==> config.mk <==
export PLATFORM = sky130hd
export DESIGN_NAME = labrun_prot
export DESIGN_NICKNAME = d
export VERILOG_FILES = /design/src/labrun_map_pkg.sv /design/src/labrun_prot_pkg.sv /design/src/labrun_prot.sv
export SDC_FILE = /design/constraint.sdc
export NUM_CORES = 1
export LEC_CHECK = 0
export BUFFER_PORTS_ARGS = -buffer_cell sky130_fd_sc_hd__buf_2
export CAP_MARGIN = 20
export CORE_MARGIN = 10
export CORE_UTILIZATION = 25
export DETAILED_ROUTE_END_ITERATION = 8
export PLACE_DENSITY = 0.39
export SLEW_MARGIN = 20
export SYNTH_ARGS = -nofsm -noshare
export SYNTH_HDL_FRONTEND = slang
export SYNTH_SLANG_ARGS = --single-unit
==> constraint.sdc <==
create_clock -name clk -period 38.4 [get_ports clk]
set_clock_uncertainty 0.05 [all_clocks]
set_input_delay 5.76 -clock clk [delete_from_list [all_inputs] [get_ports clk]]
set_output_delay 5.76 -clock clk [all_outputs]
set_load 0.02 [all_outputs]
==> src/labrun_map_pkg.sv <==
/*
  main-board memory map and bus vector types
  shared by the CPU glue, work RAM, top level and testbench
*/
package labrun_map_pkg;

    localparam int RAM_AW = 11;   // 2 KB work RAM

    typedef logic [15:0]       addr_t;
    typedef logic [7:0]        byte_t;
    typedef logic [2:0]        bank_t;
    typedef logic [16:0]       rom_addr_t;
    typedef logic [13:0]       gfx_addr_t;
    typedef logic [RAM_AW-1:0] ram_addr_t;

    // region prefixes, matched against the top address bits
    localparam logic [4:0] PAL_PFX = 5'b00010;   // 1000-17ff, addr[15:11]
    localparam logic [4:0] RAM_PFX = 5'b00011;   // 1800-1fff, addr[15:11]
    localparam logic [2:0] GFX_PFX = 3'b001;     // 2000-3fff, addr[15:13]
    localparam logic [7:0] CFG_PFX = 8'h00;      // 0000-00ff, addr[15:8]

    // I/O page 08xx-0fxx, device picked by addr[10:8]
    localparam logic [4:0] IO_PFX  = 5'b00001;
    localparam logic [2:0] IO_IN   = 3'd2;       // cabinet inputs
    localparam logic [2:0] IO_SYS  = 3'd3;       // coin and service
    localparam logic [2:0] IO_BANK = 3'd4;       // ROM bank register
    localparam logic [2:0] IO_PROT = 3'd5;       // protection coprocessor

    // ROM bank window sits two banks above the fixed upper half
    localparam logic [2:0] BANK_OFS = 3'd2;

    localparam logic [7:0] IDLE_BYTE = 8'hff;    // open bus

endpackage

==> src/labrun_prot_pkg.sv <==
/*
  register map and types of the protection coprocessor
  operands are written in bytes, results read back in bytes
*/
package labrun_prot_pkg;

    typedef logic [15:0] prot_word_t;
    typedef logic [4:0]  prot_reg_t;

    // write side
    localparam prot_reg_t PROT_A_HI = 5'd0;
    localparam prot_reg_t PROT_A_LO = 5'd1;
    localparam prot_reg_t PROT_B_HI = 5'd2;
    localparam prot_reg_t PROT_B_LO = 5'd3;

    // read side, offsets shared with the operand writes
    localparam prot_reg_t PROT_Q_HI = 5'd0;   // quotient
    localparam prot_reg_t PROT_Q_LO = 5'd1;
    localparam prot_reg_t PROT_R_HI = 5'd2;   // remainder
    localparam prot_reg_t PROT_R_LO = 5'd3;
    localparam prot_reg_t PROT_P_HI = 5'd4;   // product, low word only
    localparam prot_reg_t PROT_P_LO = 5'd5;

    // quotient reported for a zero divisor
    localparam prot_word_t DIV0_QUOT = 16'hffff;

endpackage

==> src/labrun_prot.sv <==
/*
  protection coprocessor, a small divide and multiply unit
  the CPU writes two 16-bit operands a byte at a time, then reads
  quotient, remainder and product bytes through a registered port
*/
`timescale 1ns/100ps

module labrun_prot (
    input  logic                       clk,
    input  logic                       rst,
    input  logic                       cpu_cen,
    input  logic                       prot_we,
    input  logic                       prot_re,
    input  labrun_prot_pkg::prot_reg_t prot_addr,
    input  labrun_map_pkg::byte_t      din,
    output labrun_map_pkg::byte_t      dout
);
    import labrun_map_pkg::*;
    import labrun_prot_pkg::*;

    prot_word_t op_a, op_b;
    prot_word_t quot, rem, prod;
    logic       div0;
    byte_t      rd_byte;

    // operand registers, big-endian byte order
    always_ff @(posedge clk) begin
        if (rst) begin
            op_a <= '0;
            op_b <= '0;
        end else if (cpu_cen && prot_we) begin
            case (prot_addr)
                PROT_A_HI: op_a[15:8] <= din;
                PROT_A_LO: op_a[7:0]  <= din;
                PROT_B_HI: op_b[15:8] <= din;
                PROT_B_LO: op_b[7:0]  <= din;
                default:   ;   // other offsets ignore writes
            endcase
        end
    end

    assign div0 = op_b == '0;

    // results follow the operands without a start strobe
    always_comb begin
        if (div0) begin
            quot = DIV0_QUOT;
            rem  = op_a;       // nothing taken away
        end else begin
            quot = op_a / op_b;
            rem  = op_a % op_b;
        end
    end

    // only the low word of the product is visible
    logic [31:0] prod_full;

    assign prod_full = op_a * op_b;
    assign prod      = prod_full[15:0];

    always_comb begin
        case (prot_addr)
            PROT_Q_HI: rd_byte = quot[15:8];
            PROT_Q_LO: rd_byte = quot[7:0];
            PROT_R_HI: rd_byte = rem[15:8];
            PROT_R_LO: rd_byte = rem[7:0];
            PROT_P_HI: rd_byte = prod[15:8];
            PROT_P_LO: rd_byte = prod[7:0];
            default:   rd_byte = IDLE_BYTE;
        endcase
    end

    // read port, one cycle of latency
    always_ff @(posedge clk) begin
        if (prot_re) begin
            dout <= rd_byte;
        end else begin
            dout <= IDLE_BYTE;   // floats high when not selected
        end
    end

endmodule

==> reports/qor.yml <==
yosysWarnings: 0
crit_path_frequent_cell: "ha_1"
coreArea_um2: 53600
grt_pass1_vias: 13400
rows: 85
rsz0062_at_grt: "false"
antenna_found_initial: 0
drtIter0Drc: 1173
clock_sink_count: 40
grt_first_pass_wirelength_um: 86500
period_share: 0.901
routabilityCongestion: 0.916
cp.required_ns: 38.55
grt_start_max_net_pins: 33
cts_tree: "yes"
synth_edf_count: 0
fmaxAchievable_mhz: 28.9
ys.flop_type: "dfxtp_1"
yosysTopAreaCell: "ha_1"
ys_ff_latch: 40
die_area_um2: 63700
n_fill_cell: 5930
setup_viol: 0
use_met2: 0.294
io_buffers: 25
clkSlewWorstSetupHoldPaths_ns: 0.08
synth.area.top_cells: "ha_1 18%, fa_1 12%, dfxtp_1 5.9%, nor2_1 5.0%, nand2_1 4.8%"
diodes: 0
tightest_slew_ns: 0.974
track_usage: 0.179
fin_setup_tns_ns: 0
slew_viol_final: 0
synthCells: 1818
hpwl_um: 45700
numCtsBuffers: 5
yosysUniqueCellTypes: 86
yosysSeqAreaShare: 0.0593
hold_path_class: "flip-flop to flip-flop"
relSlewSlack: 0.345
hold_viol: 0
synth_top_area_share: 0.176
met1_usage: 0.245
die_h_um: 252
via_per_inst: 5.43
syn_avg_cell_area_um2: 7.43
cpMaxStageDelayCell: "a311o_1"
period_minus_slack_ns: 34.60
area_growth_pct: 8.63
busiest_layer: "met2"
start_util: 0.252
syn-num-nets: 2107
critPathMaxStageDelay_ns: 0.87
root_buffer: "clkbuf_16"
drt_first_pass_iters: 5
cp-start-kind: "flip-flop"
layout.nets: 2099
post_cts_resized: 0
status: "finished, final reports clean"
met3_usage: 0.0224
arrival_ns: 34.75
ctsLongestPathBuffers: 2
drive_gt1_frac: 0.0718
h-tree-depth: 2
insertion_delay_ns: 0.31
crit_path_max_fanout: 29
drcViolationCount: 0
antenna_left: 0
vias: 13600
hold_buffers: 0
netlist_area_um2: 13500
die_w_um: 252
async_flop_share: 0
overflow: 0
end_kind: "flip-flop"
drv_cap: 0
wirelength_um: 58300
num_io_pins: 26
avgRoutedWirePerCell_um: 23.3
path_class: "flip-flop to flip-flop"
cts_setup_buffers: 0
## worst paths after layout
path | start | to | slack (ns) | cells after the start
worst max register to register | op_b[8]$_SDFFE_PP0P_ | dout[6]$_SDFF_PN1_ | 3.80 | 115
worst min register to register | op_b[13]$_SDFFE_PP0P_ | op_b[13]$_SDFFE_PP0P_ | 0.58 | 2
worst min-delay path | op_b[13]$_SDFFE_PP0P_ | op_b[13]$_SDFFE_PP0P_ | 0.58 | 2
worst max-delay path | op_b[8]$_SDFFE_PP0P_ | dout[6]$_SDFF_PN1_ | 3.80 | 115
## worst max-delay path: cells and delay by family, from the launching register on
kind	cells	cell delay [ns]
AOI/OAI and AO/OA	68	20.55
DFF	1	0.56
adders and majority gates	15	4.84
muxes	2	0.77
and+or+nand+nor	25	7.04
buffers and inverters	5	0.60
## flip-flops by register name, summed over array words and instances (netlist names)
register and cells:
op_a 16, dout 8, op_b 16
## synthesized netlist by cell type (5+ instances only)
cell,instances
nor2b_1,11
dfxtp_1,40
or4_1,8
o31a_1,7
nor4_1,11
ha_1,190
mux2_2,14
o21ai_0,93
nand2b_1,6
a211o_1,12
mux2i_1,42
a2111oi_0,8
nand4_1,19
o21a_1,45
fa_1,81
a211oi_1,20
o21bai_1,8
a221oi_1,5
a22oi_1,7
nor2_1,181
inv_1,170
nor3b_1,5
o2111ai_1,6
a31o_2,8
a31oi_1,18
nand2_1,174
clkbuf_1,64
o211ai_1,25
xnor2_1,61
a21boi_0,14
and2_1,29
nor3_1,52
or3_1,22
and3_1,13
or2_2,15
a21o_1,47
o22ai_1,5
o31ai_1,11
a21oi_1,102
xor2_1,42
nand3_1,48
## layout make-up
| type | count | area (um^2) | share of cell area |
|---|---|---|---|
| clock inverter | 3 | 46.3 | 0.00316 |
| inverter | 171 | 642 | 0.0438 |
| multi-input combinational | 1537 | 11800 | 0.807 |
| tap | 696 | 871 | 0.0594 |
| timing repair buffer | 55 | 350 | 0.0239 |
| clock buffer | 5 | 125 | 0.00853 |
| sequential | 40 | 801 | 0.0546 |
## cells in the final DEF, fill, tap and decap left out, types with 6 or more instances in the layout
cell type / n
a211o_1: 12
buf_4: 30
a21oi_1: 102
a31oi_1: 17
a21boi_0: 14
nor2b_1: 11
nor4_1: 11
buf_2: 25
a2111oi_0: 8
ha_1: 190
a22oi_1: 7
mux2i_1: 42
nor2_1: 181
nand2_1: 174
nand4_1: 19
o21bai_1: 8
or4_1: 8
o21a_1: 45
inv_1: 170
xnor2_1: 61
or3_1: 22
dfxtp_1: 40
xor2_1: 42
mux2_2: 14
a21o_1: 47
o31ai_1: 11
nor3_1: 52
fa_1: 81
nand3_1: 48
o211ai_1: 25
a211oi_1: 20
o21ai_0: 92
nand2b_1: 6
and3_1: 13
and2_1: 29
o31a_1: 7
a31o_2: 8
or2_2: 15
o2111ai_1: 6
## cell families after synthesis
group                      count (synthesis)  synth area share
and+or+nand+nor                          621             0.221
AOI/OAI and AO/OA                        486             0.246
adders and majority gates                271             0.296
buffers and inverters                    241            0.0672
xor gates and xnor gates                 103            0.0668
muxes                                     56            0.0428
DFF                                       40            0.0593
## layer usage
layer  vias to the layer above  wire length [um]
met4                         0              1150
met3                        54              3120
met2                       419             26300
met5                         -                 0
met1                      6664             27700
li1                       6467                 -
## metrics by stage
stage	setup slack, ns	cells	util	area, um^2	hold WS (ns)
global placement	3.79	2499	0.270	14500	0.567
floorplan	11.33	1818	-	13500	0.481
global route	0.861	2507	0.274	14700	0.605
finish	3.80	2507	0.274	14700	0.577
detailed placement	3.93	2499	0.270	14500	0.571
CTS	3.80	2507	0.273	14700	0.583
Power is not shown: default switching activity piles up to over one toggle a cycle in this logic, so the estimate is an artifact.
