**config.mk**
```make
export PLATFORM = sky130hd
export DESIGN_NAME = labrun_main
export DESIGN_NICKNAME = d
export VERILOG_FILES = /design/src/labrun_map_pkg.sv /design/src/labrun_prot_pkg.sv /design/src/labrun_main.sv
export SDC_FILE = /design/constraint.sdc
export NUM_CORES = 1
export LEC_CHECK = 0
export BUFFER_PORTS_ARGS = -buffer_cell sky130_fd_sc_hd__buf_2
export CAP_MARGIN = 10
export CORE_UTILIZATION = 40
export DETAILED_ROUTE_END_ITERATION = 10
export PLACE_DENSITY = 0.83
export SETUP_SLACK_MARGIN = 0.5
export SKIP_CTS_REPAIR_TIMING = 1
export SYNTH_ARGS = -nofsm -noshare
export SYNTH_HDL_FRONTEND = slang
export SYNTH_SLANG_ARGS = --single-unit
```
**constraint.sdc**
```tcl
create_clock -name clk -period 2.8 [get_ports clk]
set_input_delay 0.14 -clock clk [delete_from_list [all_inputs] [get_ports clk]]
set_output_delay 0.14 -clock clk [all_outputs]
set_load 0.01 [all_outputs]
```
**src/labrun_map_pkg.sv**
```systemverilog
/*
  main-board memory map and bus vector types
  shared by the CPU glue, work RAM, top level and testbench
*/
package labrun_map_pkg;

    localparam int RAM_AW = 11;   // 2 KB work RAM

    typedef logic [15:0]       addr_t;
    typedef logic [7:0]        byte_t;
    typedef logic [2:0]        bank_t;
    typedef logic [16:0]       rom_addr_t;
    typedef logic [13:0]       gfx_addr_t;
    typedef logic [RAM_AW-1:0] ram_addr_t;

    // region prefixes, matched against the top address bits
    localparam logic [4:0] PAL_PFX = 5'b00010;   // 1000-17ff, addr[15:11]
    localparam logic [4:0] RAM_PFX = 5'b00011;   // 1800-1fff, addr[15:11]
    localparam logic [2:0] GFX_PFX = 3'b001;     // 2000-3fff, addr[15:13]
    localparam logic [7:0] CFG_PFX = 8'h00;      // 0000-00ff, addr[15:8]

    // I/O page 08xx-0fxx, device picked by addr[10:8]
    localparam logic [4:0] IO_PFX  = 5'b00001;
    localparam logic [2:0] IO_IN   = 3'd2;       // cabinet inputs
    localparam logic [2:0] IO_SYS  = 3'd3;       // coin and service
    localparam logic [2:0] IO_BANK = 3'd4;       // ROM bank register
    localparam logic [2:0] IO_PROT = 3'd5;       // protection coprocessor

    // ROM bank window sits two banks above the fixed upper half
    localparam logic [2:0] BANK_OFS = 3'd2;

    localparam logic [7:0] IDLE_BYTE = 8'hff;    // open bus

endpackage

```
**src/labrun_prot_pkg.sv**
```systemverilog
/*
  register map and types of the protection coprocessor
  operands are written in bytes, results read back in bytes
*/
package labrun_prot_pkg;

    typedef logic [15:0] prot_word_t;
    typedef logic [4:0]  prot_reg_t;

    // write side
    localparam prot_reg_t PROT_A_HI = 5'd0;
    localparam prot_reg_t PROT_A_LO = 5'd1;
    localparam prot_reg_t PROT_B_HI = 5'd2;
    localparam prot_reg_t PROT_B_LO = 5'd3;

    // read side, offsets shared with the operand writes
    localparam prot_reg_t PROT_Q_HI = 5'd0;   // quotient
    localparam prot_reg_t PROT_Q_LO = 5'd1;
    localparam prot_reg_t PROT_R_HI = 5'd2;   // remainder
    localparam prot_reg_t PROT_R_LO = 5'd3;
    localparam prot_reg_t PROT_P_HI = 5'd4;   // product, low word only
    localparam prot_reg_t PROT_P_LO = 5'd5;

    // quotient reported for a zero divisor
    localparam prot_word_t DIV0_QUOT = 16'hffff;

endpackage

```
**src/labrun_main.sv**
```systemverilog
/*
  main CPU glue logic: address decode, ROM banking, graphics address,
  cabinet ports, read-data multiplexer and raster interrupt latch
*/
`timescale 1ns/100ps

module labrun_main (
    input  logic                      clk,
    input  logic                      rst,
    input  logic                      cpu_cen,
    // CPU bus
    input  labrun_map_pkg::addr_t     addr,
    input  logic                      rnw,
    input  labrun_map_pkg::byte_t     cpu_dout,
    output labrun_map_pkg::byte_t     cpu_din,
    output logic                      irq_n,
    input  logic                      irq_ack,
    // ROM
    output labrun_map_pkg::rom_addr_t rom_addr,
    output logic                      rom_cs,
    input  labrun_map_pkg::byte_t     rom_data,
    // on-board devices
    output logic                      ram_we,
    output labrun_map_pkg::ram_addr_t ram_addr,
    input  labrun_map_pkg::byte_t     ram_dout,
    output logic                      prot_we,
    output logic                      prot_re,
    output labrun_prot_pkg::prot_reg_t prot_addr,
    input  labrun_map_pkg::byte_t     prot_dout,
    // graphics
    output labrun_map_pkg::gfx_addr_t gfx_addr,
    output logic                      gfx_cs,
    output logic                      pal_cs,
    input  labrun_map_pkg::byte_t     gfx_dout,
    input  labrun_map_pkg::byte_t     pal_dout,
    input  logic                      gfx_irqn,
    input  logic                      dip_pause,
    // cabinet
    input  logic [1:0]                start_button,
    input  logic [1:0]                coin_input,
    input  logic [5:0]                joystick1,
    input  logic [5:0]                joystick2,
    input  logic                      service
);
    import labrun_map_pkg::*;

    logic  ram_cs, io_page, io_rd;
    logic  in_cs, sys_cs, bank_cs, prot_cs;
    logic  pre_gfx, pre_cfg;
    logic  last_irqn, irq_fall;
    bank_t bank;
    byte_t joy_sel, cabinet, sys_dout, port_in;

    always_comb begin
        rom_cs  = (addr[15] || addr[15:14] == 2'b01) && rnw;
        ram_cs  = addr[15:11] == RAM_PFX;
        pal_cs  = addr[15:11] == PAL_PFX;
        pre_gfx = addr[15:13] == GFX_PFX;
        pre_cfg = addr[15:8] == CFG_PFX;   // chip configuration page
        io_page = addr[15:11] == IO_PFX;
        in_cs   = 1'b0;
        sys_cs  = 1'b0;
        bank_cs = 1'b0;
        prot_cs = 1'b0;
        if (io_page) begin
            case (addr[10:8])
                IO_IN:   in_cs   = rnw;
                IO_SYS:  sys_cs  = rnw;
                IO_BANK: bank_cs = !rnw;  // write only
                IO_PROT: prot_cs = 1'b1;
                default: ;                // sound and watchdog not fitted
            endcase
        end
    end

    assign io_rd     = io_page && rnw;
    assign ram_we    = ram_cs && !rnw && cpu_cen;
    assign ram_addr  = addr[RAM_AW-1:0];
    assign prot_we   = prot_cs && !rnw;
    assign prot_re   = prot_cs && rnw;
    assign prot_addr = addr[4:0];

    // upper half is fixed, 4000-7fff is the banked window
    assign rom_addr = addr[15] ? {2'b00, addr[14:0]} : {bank + BANK_OFS, addr[13:0]};

    always_ff @(posedge clk) begin
        if (rst) begin
            bank <= '0;
        end else if (cpu_cen && bank_cs) begin
            bank <= cpu_dout[2:0];
        end
    end

    // graphics chip sees its address one cycle late
    always_ff @(posedge clk) begin
        if (rst) begin
            gfx_cs <= 1'b0;
        end else begin
            gfx_cs <= pre_gfx | pre_cfg;
        end
    end

    always_ff @(posedge clk) begin
        gfx_addr <= {pre_gfx, ~addr[12], addr[11:0]};
    end

    // button bits come in a scrambled order on the edge connector
    assign joy_sel  = addr[0] ? {2'b00, joystick1} : {2'b00, joystick2};
    assign sys_dout = {5'b11111, service, coin_input};

    always_ff @(posedge clk) begin
        cabinet <= {2'b11, joy_sel[5:4], joy_sel[2], joy_sel[3], joy_sel[0], joy_sel[1]};
        if (in_cs) begin
            port_in <= cabinet;
        end else if (sys_cs) begin
            port_in <= sys_dout;
        end else if (prot_re) begin
            port_in <= prot_dout;
        end else begin
            port_in <= IDLE_BYTE;
        end
    end

    always_comb begin
        case (1'b1)
            rom_cs:  cpu_din = rom_data;
            ram_cs:  cpu_din = ram_dout;
            pal_cs:  cpu_din = pal_dout;
            io_rd:   cpu_din = port_in;   // two register stages
            gfx_cs:  cpu_din = gfx_dout;
            default: cpu_din = IDLE_BYTE;
        endcase
    end

    // raster interrupt, set on gfx_irqn fall and held until acknowledged
    assign irq_fall = last_irqn && !gfx_irqn && dip_pause;

    always_ff @(posedge clk) begin
        if (rst) begin
            last_irqn <= 1'b1;
            irq_n     <= 1'b1;
        end else begin
            last_irqn <= gfx_irqn;
            if (irq_ack) begin
                irq_n <= 1'b1;    // ack wins over a new edge
            end else if (irq_fall) begin
                irq_n <= 1'b0;
            end
        end
    end

endmodule

```
==> flow_metrics.env <==
export IMPL_outcome="finished clean"
export IMPL_finalSetupTns_ns=0
export IMPL_ios=150
export IMPL_final_core_util_pct=58.8
export IMPL_yosys_cell_types_count=37
export IMPL_dp_cells=338
export IMPL_htree_levels=2
export IMPL_synth_edf_count=0
export IMPL_n_antenna_cell=0
export IMPL_async_flop_share_pct=0
export IMPL_final_cells=352
export IMPL_syn_inst=186
export IMPL_row_count=23
export IMPL_grt_max_degree=18
export IMPL_rsz0062_at_grt="no"
export IMPL_power_uw=1160
export IMPL_drt_iter0_drc=60
export IMPL_finalMaxSlewViolations=0
export IMPL_worst_slew_pin_slew_ns=0.709
export IMPL_grt_first_pass_wirelength_mm=6.36
export IMPL_cp_end_kind="output port"
export IMPL_cpPeakStageDelay_ns=0.48
export IMPL_start_kind="input pin"
export IMPL_clk_pin_slew_worst_paths_ns=0.06
export IMPL_cts_made_buffers=5
export IMPL_synth_common_cells="34 x dfxtp_1, 30 x buf_4, 11 x inv_1, 11 x nor2_1, 10 x nor3_1"
export IMPL_insertion_delay_ns=0.28
export IMPL_synth_area_leaders="dfxtp_1 40%, buf_4 13%, a311o_1 4.7%, mux2_2 4.7%, a31oi_1 3.0%"
export IMPL_fin_nets=390
export IMPL_drc_errors=0
export IMPL_grt_usage_pct=19.4
export IMPL_drive_above_1_share_pct=53.6
export IMPL_p_per_area_nw_per_um2=489
export IMPL_die_x_um=67.1
export IMPL_core_area_um2=4030
export IMPL_antenna_found_initial=0
export IMPL_setup_ws_ns=0.765
export IMPL_synth_top_area_share_pct=40.2
export IMPL_cts_sinks=34
export IMPL_period_minus_slack_ns=2.04
export IMPL_syn_avg_cell_area_um2=9.11
export IMPL_cts_tree="built"
export IMPL_finalHoldViolations=0
export IMPL_place_ws_ns=0.781
export IMPL_clock_path_buffers=2
export IMPL_p_leak_uw=0.00117
export IMPL_cap_violations=0
export IMPL_ys_seq_elements=34
export IMPL_min_path_type="input pin to register"
export IMPL_hpwl_mm=3.53
export IMPL_crit_arrival_ns=1.90
export IMPL_clock_skew_ns=0.00104
export IMPL_seq_area_frac_synth_pct=40.2
export IMPL_vias=1735
export IMPL_critPathRequiredTime_ns=2.66
export IMPL_ys_warnings_count=0
export IMPL_io_buffers=142
export IMPL_syn_area_um2=1690
export IMPL_gp_congestion=0.757
export IMPL_crit_path_cell_trace="buf_2 -> nor2b_1 -> nand3_1 -> a311o_1 -> a31oi_1 -> buf_2"
export IMPL_grt_ovfl_total=0
export IMPL_yosysTopAreaCell="dfxtp_1"
export IMPL_die_area_um2=4500
export IMPL_synth_nets=274
export IMPL_viasPerCell=4.93
export IMPL_start_util_pct=42.0
export IMPL_relSlewSlack_pct=52.6
export IMPL_vdd_drop_max_v=0.000369
export IMPL_criticalPathCategory="input pin to output port"
export IMPL_fin_crit_sh_pct=72.7
export IMPL_wire_per_inst_um=13.0
export IMPL_synthFlopType="dfxtp_1"
export IMPL_path_max_fanout=15
export IMPL_finalSetupViolCount=0
export IMPL_ant_nets=0
export IMPL_grt_pass1_vias=1496
export IMPL_area_growth_pct=39.7
export IMPL_crit_path_top_delay_cell="a311o_1"
export IMPL_crit_path_frequent_cell="buf_2"
export IMPL_fmax_ghz=0.491
export IMPL_wirelength_mm=4.56
export IMPL_yosysMostFrequentCell="dfxtp_1"
export IMPL_dieHeight_um=67.1
export IMPL_first_pass_iters=4
export IMPL_cts_root_buf="clkbuf_8"
-- kinds of logic after synthesis --
| family | Yosys count | synth area share (%) |
|---|---|---|
| compound gates | 44 | 18.0 |
| buf+inv | 52 | 19.6 |
| simple gates | 45 | 15.3 |
| xor+xnor | 1 | 0.517 |
| flops | 34 | 40.2 |
| mux | 10 | 6.43 |
-- worst max-delay path: cells and delay by family --
kind                   cells  cell delay, ns
AO/OA/AOI/OAI              2            0.69
AND/OR/NAND/NOR            2            0.66
buffers and inverters      2            0.40
-- where the power goes --
part	leakage (uW)	switching, uW	internal [uW]	total, uW
clock	0.0000573	163	284	447
combinational	0.000833	99.7	101	201
sequential	0.000282	5.57	503	509
-- through the flow --
stage,instance area (um2),hold slack (ns)
3_5_place_dp,2180,0.265
3_3_place_gp,2180,0.263
4_1_cts,2300,-0.0299
2_1_floorplan,1690,0.168
5_1_grt,2370,0.0346
6_report,2370,0.0395
-- per-layer routing --
metal  track usage [%]  routed length, um  up-vias
li1                  -                  -      863
met1              19.5               1700      775
met2              36.4               2410       90
met3              6.68                402        7
met4              6.65                 46        0
met5                 0                  0        -
-- path summary, 6_finish.rpt --
path	startpoint	endpoint	slack, ns	cells past startpoint
worst max register to register	last_irqn$_SDFF_PP1_	irq_n$_SDFFE_PP1P_	2.12	3
worst min register to register	cabinet[0]$_DFF_P_	port_in[0]$_DFF_P_	0.44	1
worst min-delay path	prot_dout[6]	port_in[6]$_SDFF_PP1_	0.04	2
worst max-delay path	addr[11]	cpu_din[2]	0.76	6
-- layout by cell type (no fill, tap or decap), types with 3 or more instances in the layout --
master           n
a21oi_1          3
a311o_1          8
a31oi_1          8
buf_2          142
clkbuf_8         6
dfxtp_1         34
dlygate4sd3_1    7
inv_1           11
mux2_2           7
mux2i_1          3
nand2_1          4
nor2_1          11
nor3_1          10
o21ai_0          9
o22a_1           3
o22ai_1          8
-- registers in the layout (all words and copies together) (netlist names) --
name       cells
gfx_addr      14
last_irqn      1
bank           3
cabinet        6
gfx_cs         1
irq_n          1
port_in        8
-- area by class of cell --
cell class	count	area [um2]
timing repair buffer	150	788
multi-input combinational	100	682
clock buffer	6	82.6
tap	50	62.6
inverter	11	41.3
sequential	34	681
fill	365	1660
clock inverter	1	30.0
(Power assumes the default switching activity.)
